## src/common/multicore_pkg.sv

```systemverilog
package multicore_pkg;

	// width of samples and results on the external buses.
	localparam int DATA_W = 31;

	// accumulator width with headroom for the batch sum and the core weight.
	localparam int ACC_W = DATA_W + 8;

	// up to sixteen cores can be tagged on the result bus.
	localparam int CORE_ID_W = 4;

	typedef struct packed {
		logic signed [DATA_W-1:0] value;
	} sample_t;

	typedef struct packed {
		logic [CORE_ID_W-1:0] core_id;
		logic signed [DATA_W-1:0] value;
	} result_t;

	// a core either collects samples or holds a finished result.
	typedef enum logic [0:0] {
		CORE_ACCUM,
		CORE_RESULT
	} core_state_e;

endpackage

```

## src/logic/reset_sequencer.sv

```systemverilog
`timescale 1ns/100ps

module reset_sequencer #(
	parameter int NUM_CORES = 4,
	parameter int RELEASE_GAP = 9
) (
	input  logic clk,
	input  logic rst_n,
	output logic [NUM_CORES-1:0] core_run
);

	localparam int GAP_W = (RELEASE_GAP > 1) ? $clog2(RELEASE_GAP) : 1;
	localparam int STAGE_W = $clog2(NUM_CORES + 1);

	logic [GAP_W-1:0] gap_cnt;
	logic [STAGE_W-1:0] stage;
	logic all_released;

	assign all_released = (stage == STAGE_W'(NUM_CORES));

	// stage counts the released cores and stops once all of them run.
	always_ff @(posedge clk or negedge rst_n) begin
		if (!rst_n) begin
			gap_cnt <= '0;
			stage <= '0;
		end else if (!all_released) begin
			if (gap_cnt == GAP_W'(RELEASE_GAP - 1)) begin
				gap_cnt <= '0;
				stage <= stage + 1'b1;
			end else begin
				gap_cnt <= gap_cnt + 1'b1;
			end
		end
	end

	// core k runs once k+1 stages have completed.
	for (genvar k = 0; k < NUM_CORES; k++) begin : g_run
		assign core_run[k] = (stage > STAGE_W'(k));
	end

	run_never_falls: assert property (
		@(posedge clk) disable iff (!rst_n)
		(core_run & $past(core_run)) == $past(core_run)
	);

endmodule

```

## src/core/neuron_core.sv

```systemverilog
`timescale 1ns/100ps

module neuron_core #(
	parameter int TAPS = 4,
	parameter int CORE_ID = 0
) (
	input  logic clk,
	input  logic rst_n,
	input  logic run,
	input  logic take,
	input  multicore_pkg::sample_t sample,
	output logic req,
	output logic res_valid,
	input  logic grant,
	output logic signed [multicore_pkg::DATA_W-1:0] res_value
);

	import multicore_pkg::*;

	localparam int TAP_W = (TAPS > 1) ? $clog2(TAPS) : 1;

	// each core weights its batch sum by its own index plus one.
	localparam logic signed [ACC_W-1:0] WEIGHT = ACC_W'(CORE_ID + 1);

	localparam logic signed [ACC_W-1:0] SAT_MAX =
		{{(ACC_W - DATA_W + 1){1'b0}}, {(DATA_W - 1){1'b1}}};
	localparam logic signed [ACC_W-1:0] SAT_MIN =
		{{(ACC_W - DATA_W + 1){1'b1}}, {(DATA_W - 1){1'b0}}};

	core_state_e state;
	logic [TAP_W-1:0] tap_cnt;
	logic signed [ACC_W-1:0] acc;
	logic signed [ACC_W-1:0] sum_next;
	logic signed [ACC_W-1:0] weighted;
	logic signed [DATA_W-1:0] sat_value;
	logic last_tap;

	assign req = run && (state == CORE_ACCUM);
	assign res_valid = (state == CORE_RESULT);
	assign last_tap = (tap_cnt == TAP_W'(TAPS - 1));

	// the incoming sample is sign extended into the accumulator.
	assign sum_next = acc + sample.value;
	assign weighted = sum_next * WEIGHT;

	always_comb begin
		if (weighted > SAT_MAX) begin
			sat_value = {1'b0, {(DATA_W - 1){1'b1}}};
		end else if (weighted < SAT_MIN) begin
			sat_value = {1'b1, {(DATA_W - 1){1'b0}}};
		end else begin
			sat_value = weighted[DATA_W-1:0];
		end
	end

	always_ff @(posedge clk or negedge rst_n) begin
		if (!rst_n) begin
			state <= CORE_ACCUM;
			tap_cnt <= '0;
			acc <= '0;
		end else begin
			case (state)
				CORE_ACCUM: begin
					if (take) begin
						if (last_tap) begin
							tap_cnt <= '0;
							state <= CORE_RESULT;
						end else begin
							tap_cnt <= tap_cnt + 1'b1;
							acc <= sum_next;
						end
					end
				end
				CORE_RESULT: begin
					// the result has left through the arbiter, start a new batch.
					if (grant) begin
						acc <= '0;
						state <= CORE_ACCUM;
					end
				end
			endcase
		end
	end

	// the weighted result is captured together with the last sample.
	always_ff @(posedge clk) begin
		if (take && last_tap) begin
			res_value <= sat_value;
		end
	end

	take_needs_req: assert property (
		@(posedge clk) disable iff (!rst_n)
		take |-> req
	);

	grant_needs_result: assert property (
		@(posedge clk) disable iff (!rst_n)
		grant |-> res_valid
	);

endmodule

```

## src/logic/input_dispatch.sv

```systemverilog
`timescale 1ns/100ps

module input_dispatch #(
	parameter int NUM_CORES = 4
) (
	input  logic in_valid,
	output logic in_ready,
	input  logic [NUM_CORES-1:0] req,
	output logic [NUM_CORES-1:0] take
);

	logic [NUM_CORES-1:0] sel;

	// the input can move as soon as any released core asks for data.
	assign in_ready = |req;

	// scanning from the top leaves the lowest requesting index selected.
	always_comb begin
		sel = '0;
		for (int i = NUM_CORES - 1; i >= 0; i--) begin
			if (req[i]) begin
				sel = '0;
				sel[i] = 1'b1;
			end
		end
	end

	assign take = in_valid ? sel : '0;

	// only one core may see each accepted sample, and only one that asked.
	take_onehot: assert #0 ($onehot0(take) && ((take & ~req) == '0));

endmodule

```

## src/logic/result_arbiter.sv

```systemverilog
`timescale 1ns/100ps

module result_arbiter #(
	parameter int NUM_CORES = 4
) (
	input  logic clk,
	input  logic rst_n,
	input  logic [NUM_CORES-1:0] res_valid,
	input  logic signed [multicore_pkg::DATA_W-1:0] res_value [NUM_CORES],
	output logic [NUM_CORES-1:0] grant,
	output multicore_pkg::result_t out_data,
	output logic out_valid,
	input  logic out_ready
);

	import multicore_pkg::*;

	logic [NUM_CORES-1:0] sel_onehot;
	logic [CORE_ID_W-1:0] sel_id;
	logic signed [DATA_W-1:0] sel_value;
	logic load;

	// lowest waiting index wins, mirroring the priority chain on the input side.
	always_comb begin
		sel_onehot = '0;
		sel_id = '0;
		sel_value = '0;
		for (int i = NUM_CORES - 1; i >= 0; i--) begin
			if (res_valid[i]) begin
				sel_onehot = '0;
				sel_onehot[i] = 1'b1;
				sel_id = CORE_ID_W'(i);
				sel_value = res_value[i];
			end
		end
	end

	// the output stage refills while it drains, so results can go back to back.
	assign load = (|res_valid) && (!out_valid || out_ready);
	assign grant = load ? sel_onehot : '0;

	always_ff @(posedge clk or negedge rst_n) begin
		if (!rst_n) begin
			out_valid <= 1'b0;
		end else if (load) begin
			out_valid <= 1'b1;
		end else if (out_ready) begin
			out_valid <= 1'b0;
		end
	end

	always_ff @(posedge clk) begin
		if (load) begin
			out_data.core_id <= sel_id;
			out_data.value <= sel_value;
		end
	end

	out_hold_stable: assert property (
		@(posedge clk) disable iff (!rst_n)
		out_valid && !out_ready |=> out_valid && $stable(out_data)
	);

endmodule

```

## src/logic/multicore_top.sv

```systemverilog
`timescale 1ns/100ps

module multicore_top #(
	parameter int NUM_CORES = 4,
	parameter int TAPS = 4,
	parameter int RELEASE_GAP = 9
) (
	input  logic clk,
	input  logic rst_n,
	input  multicore_pkg::sample_t in_data,
	input  logic in_valid,
	output logic in_ready,
	output multicore_pkg::result_t out_data,
	output logic out_valid,
	input  logic out_ready
);

	import multicore_pkg::*;

	logic [NUM_CORES-1:0] core_run;
	logic [NUM_CORES-1:0] req;
	logic [NUM_CORES-1:0] take;
	logic [NUM_CORES-1:0] res_valid;
	logic [NUM_CORES-1:0] grant;
	logic signed [DATA_W-1:0] res_value [NUM_CORES];

	reset_sequencer #(
		.NUM_CORES  (NUM_CORES),
		.RELEASE_GAP(RELEASE_GAP)
	) i_reset_sequencer (
		.clk     (clk),
		.rst_n   (rst_n),
		.core_run(core_run)
	);

	// all cores see the same sample bus, take decides who keeps it.
	for (genvar g = 0; g < NUM_CORES; g++) begin : g_core
		neuron_core #(
			.TAPS   (TAPS),
			.CORE_ID(g)
		) i_neuron_core (
			.clk      (clk),
			.rst_n    (rst_n),
			.run      (core_run[g]),
			.take     (take[g]),
			.sample   (in_data),
			.req      (req[g]),
			.res_valid(res_valid[g]),
			.grant    (grant[g]),
			.res_value(res_value[g])
		);
	end

	input_dispatch #(
		.NUM_CORES(NUM_CORES)
	) i_input_dispatch (
		.in_valid(in_valid),
		.in_ready(in_ready),
		.req     (req),
		.take    (take)
	);

	result_arbiter #(
		.NUM_CORES(NUM_CORES)
	) i_result_arbiter (
		.clk      (clk),
		.rst_n    (rst_n),
		.res_valid(res_valid),
		.res_value(res_value),
		.grant    (grant),
		.out_data (out_data),
		.out_valid(out_valid),
		.out_ready(out_ready)
	);

endmodule

```

## config.mk

```make
export PLATFORM = sky130hd
export DESIGN_NAME = multicore_top
export DESIGN_NICKNAME = d
export VERILOG_FILES = /design/src/common/multicore_pkg.sv /design/src/logic/reset_sequencer.sv /design/src/core/neuron_core.sv /design/src/logic/input_dispatch.sv /design/src/logic/result_arbiter.sv /design/src/logic/multicore_top.sv
export SDC_FILE = /design/constraint.sdc
export NUM_CORES = 1
export LEC_CHECK = 0
export ABC_AREA = 1
export BUFFER_PORTS_ARGS = -buffer_cell sky130_fd_sc_hd__buf_2
export CORE_MARGIN = 3
export CORE_UTILIZATION = 55
export CTS_CLUSTER_DIAMETER = 40
export DETAILED_ROUTE_END_ITERATION = 6
export PLACE_DENSITY = 0.72
export SYNTH_ARGS = -nofsm -noshare
export SYNTH_HDL_FRONTEND = slang
export SYNTH_HIERARCHICAL = 1
export SYNTH_SLANG_ARGS = --single-unit
export TNS_END_PERCENT = 100
```

## constraint.sdc

```tcl
create_clock -name clk -period 6.5 [get_ports clk]
set_input_delay 1.3 -clock clk [delete_from_list [all_inputs] [get_ports clk]]
set_output_delay 1.3 -clock clk [all_outputs]
set_load 0.01 [all_outputs]
```

[After elaboration in Yosys (flattened, before gate mapping)]
Cells that the tools add are included.
Operators by class
  reductions and logical operators: 25
  bitwise gates (word level): 5
  $mul: 1
  add/sub/neg operators: 10
  mux-type cells: 60
  equality and inequality tests: 18
  magnitude comparators: 12
Operators with widths (count)
  2-to-1 mux 39 bit: 12
  case mux 39 bit (2 select lines): 4
  2-to-1 mux 31 bit: 8
  adder 39 x 31 -> 39 bit: 4
  greater-than comparator 39 x 31 -> 1 bit, second input constant: 4
  less-than comparator 39 x 31 -> 1 bit, second input constant: 4
  2-to-1 mux 4 bit: 11
  multiplier 39 x 3 -> 39 bit, second input constant: 1
  != test 2 bit, second input constant: 8
  2-to-1 mux 1 bit: 15
  2-to-1 mux 2 bit: 6
  AND reduction 3 bit: 4
  AND reduction 2 bit: 5
  logical AND 1 bit: 9
  adder 2 x 1 -> 2 bit, second input constant: 4
  equality test 2 bit, second input constant: 4
  != test 2 x 1 -> 1 bit, second input constant: 4
  case mux 1 bit (2 select lines): 4
  OR reduction 4 bit: 2
  greater-than comparator 3 x 1 -> 1 bit, second input constant: 2
  greater-than comparator 3 x 2 -> 1 bit, second input constant: 2
  inverter 1 bit: 5
  adder 4 x 1 -> 4 bit, second input constant: 1
  equality test 4 bit, second input constant: 1
  other kinds (7): 7
Word-level totals
  register bits: 335
  logic and storage cells: 154
  input bits: 35
  output and inout bits: 37

[Logic depth before layout (Yosys ltp)]
Gate-level depths: netlist of the first run.
  depth in word-level cells: 9
  mapped depth: 32
  mapped depth without buffers: 31

[Hierarchy]
Netlist of the first run, hierarchy kept.
By module, submodules not included
  neuron_core at g_core[2].i_neuron_core: sequential area each 1981.9 um2, instances 1, area an instance 8329.2 um2, cells each 1241
  neuron_core at g_core[0].i_neuron_core: sequential area each 1981.9 um2, instances 1, area an instance 5713.0 um2, cells each 806
  neuron_core at g_core[1].i_neuron_core: sequential area each 1956.9 um2, instances 1, area an instance 5532.8 um2, cells each 800
  neuron_core at g_core[3].i_neuron_core: sequential area each 1901.8 um2, instances 1, area an instance 5501.5 um2, cells each 802
  result_arbiter: sequential area each 1016.0 um2, instances 1, area an instance 2289.7 um2, cells each 299
  reset_sequencer: sequential area each 175.2 um2, instances 1, area an instance 449.2 um2, cells each 52
  input_dispatch: sequential area each 0.0 um2, instances 1, area an instance 52.6 um2, cells each 13

[Least setup slack after synthesis of the first run]
OpenSTA, ideal clock, no wires.
  path kind: input to register
  start point: input in_data[0] (netlist name)
  end point: register g_core[2].i_neuron_core/res_value[0] (netlist name), data pin
  arrival time: 5.099 ns
  library setup time: 0.253 ns
  stages: 27
  data required time: 6.247 ns
  path slack: 1.148 ns
  path buffers: 1
  path through: ha_1 fa_1 nand3_1 nand2_1 nand2_1 nand2_1 a31oi_1 o21ai_1 a21oi_1 inv_1 or2_1 and2_1 ha_1 ha_1 nand2_1 nor2_1 inv_1 nor4_1 nand3_1 nand3_1 xor2_1 nor2_1 nand4_1 nand2_2 buf_6 nand2_1 nand2_1
On the way
  word-level cells in the longest chain between the ends: 4
  elaborated cells between the ends (all ways): 5
  those cells by class: add/sub (1); mul (1); order compare (2); mux (1)
Ends and longest elaborated chain
  from (decl): RTL line multicore_top.sv:10  | input multicore_pkg::sample_t in_data,
  adder 39 x 31 -> 39 bit *: RTL line neuron_core.sv:43  | assign sum_next = acc + sample.value;
  multiplier 39 x 3 -> 39 bit *: RTL line neuron_core.sv:44  | assign weighted = sum_next * WEIGHT;
  less-than comparator 39 x 31 -> 1 bit: RTL line neuron_core.sv:49  | end else if (weighted < SAT_MIN) begin
  2-to-1 mux 31 bit: RTL line neuron_core.sv:49
  to (signal assigned): RTL line neuron_core.sv:88  | res_value <= sat_value;
  to (decl): RTL line neuron_core.sv:15  | output logic signed [multicore_pkg::DATA_W-1:0] res_value
Every way passes the cells marked *; elsewhere a longest branch is shown, timed or not.
A chain may end at the register's enable or synchronous reset.

[Worst setup path after layout of the first run]
  start point: input in_data[0] (netlist name)
  end point: register g_core[2].i_neuron_core/res_value[8] (netlist name), data pin
The elaborated chain is that of the path after synthesis.

==> results of run 1 <==
[routing by layer]
metal / wire [µm] / vias to the layer above / part of all wire (%)
met5: 24 / - / 0.027
met4: 5560 / 4 / 6.1
met3: 8300 / 217 / 9.2
met2: 38300 / 1130 / 42
met1: 38300 / 12107 / 42
li1: - / 13175 / -
[worst min path at each step]
| stage | startpoint | end | slack [ns] |
|---|---|---|---|
| global route | g_core[2].i_neuron_core/acc[38]$_DFFE_PN0P_ | g_core[2].i_neuron_core/acc[38]$_DFFE_PN0P_ | 0.52 |
| detailed placement | g_core[2].i_neuron_core/acc[27]$_DFFE_PN0P_ | g_core[2].i_neuron_core/acc[27]$_DFFE_PN0P_ | 0.47 |
| global placement | g_core[2].i_neuron_core/acc[27]$_DFFE_PN0P_ | g_core[2].i_neuron_core/acc[27]$_DFFE_PN0P_ | 0.47 |
| floorplan | g_core[2].i_neuron_core/acc[34]$_DFFE_PN0P_ | g_core[2].i_neuron_core/acc[34]$_DFFE_PN0P_ | 0.45 |
| finish | g_core[2].i_neuron_core/acc[27]$_DFFE_PN0P_ | g_core[2].i_neuron_core/acc[27]$_DFFE_PN0P_ | 0.49 |
| CTS | g_core[2].i_neuron_core/acc[27]$_DFFE_PN0P_ | g_core[2].i_neuron_core/acc[27]$_DFFE_PN0P_ | 0.49 |
[registers in the layout, indices dropped and copies added (netlist names)]
signal,count
i_result_arbiter/out_data,33
g_core.i_neuron_core/res_value,123
i_result_arbiter/out_valid,1
g_core.i_neuron_core/res_valid,4
i_reset_sequencer/gap_cnt,4
g_core.i_neuron_core/tap_cnt,8
g_core.i_neuron_core/acc,153
i_reset_sequencer/stage,3
[critical path: cells and delay by family]
kind                     cells  cell delay, ns
AND/OR/NAND/NOR             16            1.41
adder cells (fa/ha/maj)      4            1.32
AO/OA/AOI/OAI                6            1.07
buffers and inverters        5            0.59
XOR/XNOR                     1            0.37
[cells by family after synthesis]
family / after synthesis
buffers and inverters: 661
adders and majority gates: 237
DFF: 329
AOI/OAI and AO/OA: 436
xor gates and xnor gates: 133
muxes: 4
and+or+nand+nor: 2212
other: 1
[layout by cell type, fill, tap and decap left out, types with 74 or more instances in the layout]
cell,count
sky130_fd_sc_hd__nand2_1,1348
sky130_fd_sc_hd__inv_1,555
sky130_fd_sc_hd__nand3_1,373
sky130_fd_sc_hd__nor2_1,279
sky130_fd_sc_hd__ha_1,232
sky130_fd_sc_hd__a21oi_1,184
sky130_fd_sc_hd__dfrtp_1,173
sky130_fd_sc_hd__edfxtp_1,156
sky130_fd_sc_hd__o21ai_0,139
sky130_fd_sc_hd__xor2_1,74
[area by class of cell]
type	count	area, µm²
antenna	2	5.00
clock buffer	60	1500
clock inverter	52	574
fill	4648	18400
inverter	569	2140
multi-input combinational	3024	16100
sequential	329	9010
tap	664	831
timing repair buffer	129	842
[metrics by stage]
stage	utilization, %	hold slack, ns
6_report	62.8	0.489
5_1_grt	62.8	0.519
4_1_cts	62.8	0.489
3_5_place_dp	58.6	0.473
3_3_place_gp	58.6	0.470
2_1_floorplan	-	0.453
==> load_flow_metrics.sql, run 1 <==
INSERT INTO impl_metrics (metric_group, metric, value, unit) VALUES
('run_status', 'status', 'complete, no violations', ''),
('synth', 'synth_top_family_by_area', 'simple AND/OR/NAND/NOR gates', ''),
('worst_setup_path', 'peak_per_stage_delay_on_the_critical_path', '0.41', 'ns'),
('worst_setup_path', 'worst_setup_path_startpoint', 'in_data[0]', ''),
('sta', 'setup_ws', '0.802', 'ns'),
('synth', 'synth_sequential_area_ratio', '32.3', '%'),
('synth', 'synth.largest_area_cell', 'sky130_fd_sc_hd__nand2_1', ''),
('worst_setup_path', 'crit_required', '6.87', 'ns'),
('synth', 'synth-main-ff-cell', 'sky130_fd_sc_hd__dfrtp_1', ''),
('cts', 'clk_transition_reported_paths', '0.06', 'ns'),
('worst_setup_path', 'crit-reg2reg-capture', 'g_core[2].i_neuron_core/res_value[8]$_SDFFCE_PN1P_', ''),
('drt', 'postRouteWirelength', '90.5', 'mm'),
('sta', 'clock.fmax', '176', 'MHz'),
('global_route', 'grt_pass1_wl', '140', 'mm'),
('global_route', 'grt_start_max_net_pins', '116', ''),
('global_route', 'first_global_vias', '24692', ''),
('cts', 'clock-sinks', '329', ''),
('placed_design', 'gp_congestion', '1.04', ''),
('global_route', 'global_route.usage.total', '33.7', '%'),
('synth', 'synth.mux.area_fraction', '0.162', '%'),
('synth', 'syn_inst', '4013', ''),
('cts', 'cts_inserted_buffers', '59', ''),
('drt', 'detail_route.wl_per_cell', '18.7', 'µm'),
('synth', 'synth-adder-area-share', '10.8', '%'),
('synth', 'synth_warnings', '6', ''),
('layout', 'final_cell_count_no_fill', '4829', ''),
('synth', 'synth-compound-area-share', '8.87', '%'),
('floorplanning', 'die_y', '231', 'µm'),
('cts', 'cts_setup_buffers', '0', ''),
('floorplanning', 'core_area', '49500', 'µm²'),
('synth', 'synth.top_cells.by_area', 'sky130_fd_sc_hd__nand2_1 18%, sky130_fd_sc_hd__edfxtp_1 17%, sky130_fd_sc_hd__dfrtp_1 16%, sky130_fd_sc_hd__ha_1 10%, sky130_fd_sc_hd__inv_1 7.5%', ''),
('worst_setup_path', 'path_class', 'in -> reg', ''),
('placed_design', 'dpl.hpwl', '71.8', 'mm'),
('cts', 'h-tree-depth', '2', ''),
('worst_setup_path', 'worst-endpoint-arrival', '6.07', 'ns'),
('synth', 'share_of_the_synthesized_area_in_the_top_cell_type', '18.2', '%'),
('sta', 'timing_worst_slew_pin_value', '1.18', 'ns'),
('synth', 'synth-simple-area-share', '33.8', '%'),
('global_route', 'overflow', '0', ''),
('synth', 'post_synth.cell_area_avg', '6.94', 'µm²'),
('synth', 'mappedNetlistArea', '27900', 'µm²'),
('worst_setup_path', 'timing.reg2reg.worst_path_depth', '31', ''),
('drt', 'via_per_inst', '5.52', ''),
('sta', 'final_period_minus_worst_setup_slack', '5.70', 'ns'),
('min_path', 'min-delay-path-class', 'reg -> reg', ''),
('synth', 'synth.top_cells.by_count', '1348 x sky130_fd_sc_hd__nand2_1, 555 x sky130_fd_sc_hd__inv_1, 373 x sky130_fd_sc_hd__nand3_1', ''),
('sta', 'period_share', '87.7', '%'),
('cts', 'cts_resized', '0', ''),
('drt', 'drc_errors', '0', ''),
('placed_design', 'dpl.cell_count', '4715', ''),
('worst_setup_path', 'path_common_cell', 'sky130_fd_sc_hd__nand2_1', ''),
('cts', 'cts-root-buf', 'sky130_fd_sc_hd__clkbuf_16', ''),
('layout', 'num-nets-final', '4384', ''),
('cts', 'buffers_from_clock_root_to_sink_at_most', '3', ''),
('sta', 'total_negative_slack', '0', 'ns'),
('worst_setup_path', 'timing.critical_path.from_type', 'input pin', ''),
('synth', 'fraction_of_registers_with_async_set_reset', '52.6', '%'),
('sta', 'report.final.setup_viol', '0', ''),
('sta', 'maximum_clock_skew_at_final_layout', '0.0372', 'ns'),
('sta', 'timing_hold_violations_final', '0', ''),
('min_path', 'min_delay_path_depth', '2', ''),
('drt', 'detailroute.via_count', '26633', ''),
('worst_setup_path', 'timing.critical_path.slowest_stage_cell', 'sky130_fd_sc_hd__fa_1', ''),
('layout', 'design_area', '31000', 'µm²'),
('sta', 'slew_viol_final', '0', ''),
('placed_design', 'placement_stage_cell_area', '29000', 'µm²'),
('synth', 'post-synth-top-count-cell', 'sky130_fd_sc_hd__nand2_1', ''),
('cts', 'cts_tree', 'built', ''),
('flow_run', 'maxCapViolCount', '0', ''),
('worst_setup_path', 'critical_path.endpoint_type', 'register', ''),
('layout', 'area_delta_synth_final', '11.4', '%');
Power of run 1 is left out: the tool's default activity adds up to more than one toggle a clock period on the data nets, which glitch-free logic cannot reach.
==> run 2, diff against run 1 <==
--- a/config.mk
+++ b/config.mk
@@ -8,10 +8,10 @@
 export ABC_AREA = 1
 export BUFFER_PORTS_ARGS = -buffer_cell sky130_fd_sc_hd__buf_2
 export CORE_MARGIN = 3
-export CORE_UTILIZATION = 55
+export CORE_UTILIZATION = 53
 export CTS_CLUSTER_DIAMETER = 40
 export DETAILED_ROUTE_END_ITERATION = 6
-export PLACE_DENSITY = 0.72
+export PLACE_DENSITY = 0.69
 export SYNTH_ARGS = -nofsm -noshare
 export SYNTH_HDL_FRONTEND = slang
 export SYNTH_HIERARCHICAL = 1
==> run 2 against run 1 <==
Net effect:
- sequential share of layout area is 0.11 points lower
- worst setup slack worse by 0.098 ns
- critical endpoint is now g_core[2].i_neuron_core/res_value[3]$_SDFFCE_PN1P_
- clock skew is 0.0056 ns lower
- critical path depth is 3 lower
- wire length is 3.6% higher
- non-clock buffer count is 30 higher
- global-route usage is 0.58 points lower
- largest cell class unchanged
==> load_flow_metrics.sql, run 2 (same netlist as run 1, synthesis figures left out) <==
INSERT INTO impl_metrics (metric_group, metric, value, unit) VALUES
('sta', 'report.final.setup_viol', '0', ''),
('cts', 'cts_tree', 'built', ''),
('global_route', 'use_met1', '45.0', '%'),
('worst_setup_path', 'crit-reg2reg-capture', 'g_core[2].i_neuron_core/res_value[3]$_SDFFCE_PN1P_', ''),
('cts', 'cts_resized', '0', ''),
('drt', 'via_per_inst', '5.49', ''),
('flow_run', 'maxCapViolCount', '0', ''),
('floorplanning', 'fp_rows', '83', ''),
('cts', 'clk_transition_reported_paths', '0.05', 'ns'),
('placed_design', 'gp_congestion', '0.990', ''),
('layout', 'area_delta_synth_final', '11.8', '%'),
('global_route', 'first_global_vias', '24909', ''),
('sta', 'clock.fmax', '173', 'MHz'),
('layout', 'drive_above_1_share', '9.79', '%'),
('worst_setup_path', 'crit_required', '6.86', 'ns'),
('worst_setup_path', 'critical_path.endpoint_type', 'register', ''),
('worst_setup_path', 'timing.reg2reg.worst_path_depth', '28', ''),
('cts', 'buffers_from_clock_root_to_sink_at_most', '3', ''),
('layout', 'footprint_of_the_multi_input_gates', '16100', 'µm²'),
('global_route', 'globalRouteMet3Util', '5.52', '%'),
('sta', 'grt_setup_unrepaired', 'false', ''),
('worst_setup_path', 'peak_per_stage_delay_on_the_critical_path', '0.41', 'ns'),
('sta', 'final_period_minus_worst_setup_slack', '5.80', 'ns'),
('sta', 'timing_hold_violations_final', '0', ''),
('min_path', 'hold_start', 'g_core[2].i_neuron_core/acc[33]$_DFFE_PN0P_', ''),
('cts', 'clock-sinks', '329', ''),
('worst_setup_path', 'path_common_cell', 'sky130_fd_sc_hd__nand2_1', ''),
('sta', 'timing_worst_slew_pin_value', '1.20', 'ns'),
('sta', 'maximum_clock_skew_at_final_layout', '0.0316', 'ns'),
('drt', 'detailroute.via_count', '26746', ''),
('sta', 'total_negative_slack', '0', 'ns'),
('layout', 'final_cell_mix', '1348 x sky130_fd_sc_hd__nand2_1, 555 x sky130_fd_sc_hd__inv_1, 373 x sky130_fd_sc_hd__nand3_1', ''),
('global_route', 'grt_antenna_before_repair', '4', ''),
('placed_design', 'dpl.hpwl', '74.9', 'mm'),
('floorplanning', 'initial_utilization', '53.9', '%'),
('worst_setup_path', 'timing.critical_path.slowest_stage_cell', 'sky130_fd_sc_hd__fa_1', ''),
('worst_setup_path', 'regToRegSetupSlack', '1.20', 'ns'),
('floorplanning', 'die_y', '235', 'µm'),
('min_path', 'hold_end', 'g_core[2].i_neuron_core/acc[33]$_DFFE_PN0P_', ''),
('sta', 'relSlewSlack', '19.7', '%'),
('sta', 'slew_viol_final', '0', ''),
('min_path', 'min-delay-path-class', 'reg -> reg', ''),
('floorplanning', 'core_area', '51700', 'µm²'),
('sta', 'period_share', '89.2', '%'),
('drt', 'postRouteWirelength', '93.8', 'mm'),
('sta', 'setup_ws', '0.705', 'ns'),
('layout', 'fill_cells', '5020', ''),
('drt', 'detail_route.wl_per_cell', '19.3', 'µm'),
('global_route', 'overflow', '0', ''),
('drt', 'drtPass1Iterations', '6', ''),
('global_route', 'global_route.usage.total', '33.1', '%'),
('layout', 'sequential_area', '9010', 'µm²'),
('placed_design', 'place_ws', '0.101', 'ns'),
('worst_setup_path', 'worst-endpoint-arrival', '6.16', 'ns'),
('cts', 'insertion_delay', '0.64', 'ns'),
('cts', 'cts_inserted_buffers', '57', ''),
('min_path', 'min_delay_path_depth', '2', ''),
('layout', 'num-nets-final', '4412', ''),
('floorplanning', 'boundaryPins', '72', ''),
('global_route', 'grt_start_max_net_pins', '101', ''),
('worst_setup_path', 'path_class', 'in -> reg', ''),
('drt', 'detail-route-antenna-nets', '0', ''),
('cts', 'cts-root-buf', 'sky130_fd_sc_hd__clkbuf_16', ''),
('cts', 'h-tree-depth', '2', ''),
('floorplanning', 'die_w', '235', 'µm'),
('drt', 'drc_errors', '0', ''),
('drt', 'detail_route.iter0.violations', '2567', ''),
('cts', 'cts_setup_buffers', '0', ''),
('placed_design', 'dpl.cell_count', '4761', ''),
('worst_setup_path', 'critPathMaxFanout', '14', ''),
('global_route', 'grt-busiest-layer', 'met2', ''),
('worst_setup_path', 'critical_path.reg2reg.startpoint', 'g_core[2].i_neuron_core/acc[0]$_DFFE_PN0P_', ''),
('global_route', 'grt_pass1_wl', '143', 'mm'),
('layout', 'layout.cells.most_common', 'sky130_fd_sc_hd__nand2_1', ''),
('layout', 'largest_register_ff_count', '153', ''),
('layout', 'largest_registers', 'g_core.i_neuron_core/acc (153), g_core.i_neuron_core/res_value (123), i_result_arbiter/out_data (33)', ''),
('layout', 'final_cell_count_no_fill', '4869', ''),
('floorplanning', 'dieArea', '55400', 'µm²'),
('layout', 'top_register', 'g_core.i_neuron_core/acc', ''),
('placed_design', 'io_buffers', '69', ''),
('run_status', 'status', 'complete, no violations', ''),
('cts', 'hold_buffers', '0', ''),
('worst_setup_path', 'timing.critical_path.from_type', 'input pin', ''),
('global_route', 'grt.met2_usage', '51.9', '%');
run 2: cell count changes in the layout (fill, tap and decap cells not counted), moves of 2 or more:
cell and change:
sky130_fd_sc_hd__buf_4 +29, sky130_fd_sc_hd__clkbuf_16 -3, sky130_fd_sc_hd__clkinv_1 -2, sky130_fd_sc_hd__clkbuf_8 +3, sky130_fd_sc_hd__bufinv_16 -2, sky130_fd_sc_hd__inv_8 -6, sky130_fd_sc_hd__clkinv_4 -4, sky130_fd_sc_hd__clkbuf_1 +5
run 2: through the flow:
step	utilization [%]	hold slack (ns)	instance area (µm²)
2_1_floorplan	-	0.453	27900
3_3_place_gp	56.5	0.474	29200
3_5_place_dp	56.5	0.478	29200
4_1_cts	60.3	0.494	31200
5_1_grt	60.3	0.513	31200
6_report	60.3	0.493	31200
run 2: cell type report:
class	instances	area share, %
Tap cell	680	2.73
Multi-Input combinational cell	3024	51.8
Clock buffer	65	4.77
Inverter	569	6.85
Sequential cell	329	28.9
Antenna cell	1	0.00803
Clock inverter	42	1.46
Timing Repair Buffer	159	3.46
run 2: critical path, delay by kind of cell:
kind	cells	cell delay, ns
AOI/OAI and AO/OA	3	0.61
buffers and inverters	4	0.46
and+or+nand+nor	18	2.45
adders and majority gates	4	1.33
run 2: worst max-delay path by stage:
stage / start / to / slack [ns] / cells past startpoint
2_1_floorplan: in_data[0] / g_core[2].i_neuron_core/res_value[0]$_SDFFCE_PN1P_ / 1.15 / 27
3_3_place_gp: in_data[0] / g_core[2].i_neuron_core/res_value[18]$_SDFFCE_PN1P_ / 0.16 / 29
3_5_place_dp: in_data[0] / g_core[2].i_neuron_core/res_value[3]$_SDFFCE_PN1P_ / 0.10 / 27
4_1_cts: in_data[0] / g_core[2].i_neuron_core/res_value[3]$_SDFFCE_PN1P_ / 0.72 / 27
5_1_grt: in_data[0] / g_core[2].i_neuron_core/res_value[17]$_SDFFCE_PN1P_ / 0.33 / 30
6_report: in_data[0] / g_core[2].i_neuron_core/res_value[3]$_SDFFCE_PN1P_ / 0.70 / 29
run 2: routing by layer:
layer / vias up / wire length (µm) / share of wire [%]
met4: 4 / 4800 / 5.1
met1: 12256 / 39900 / 42
met5: - / 31 / 0.033
li1: 13210 / - / -
met3: 201 / 7740 / 8.3
met2: 1075 / 41300 / 44
Power of run 2 is left out for the same reason.
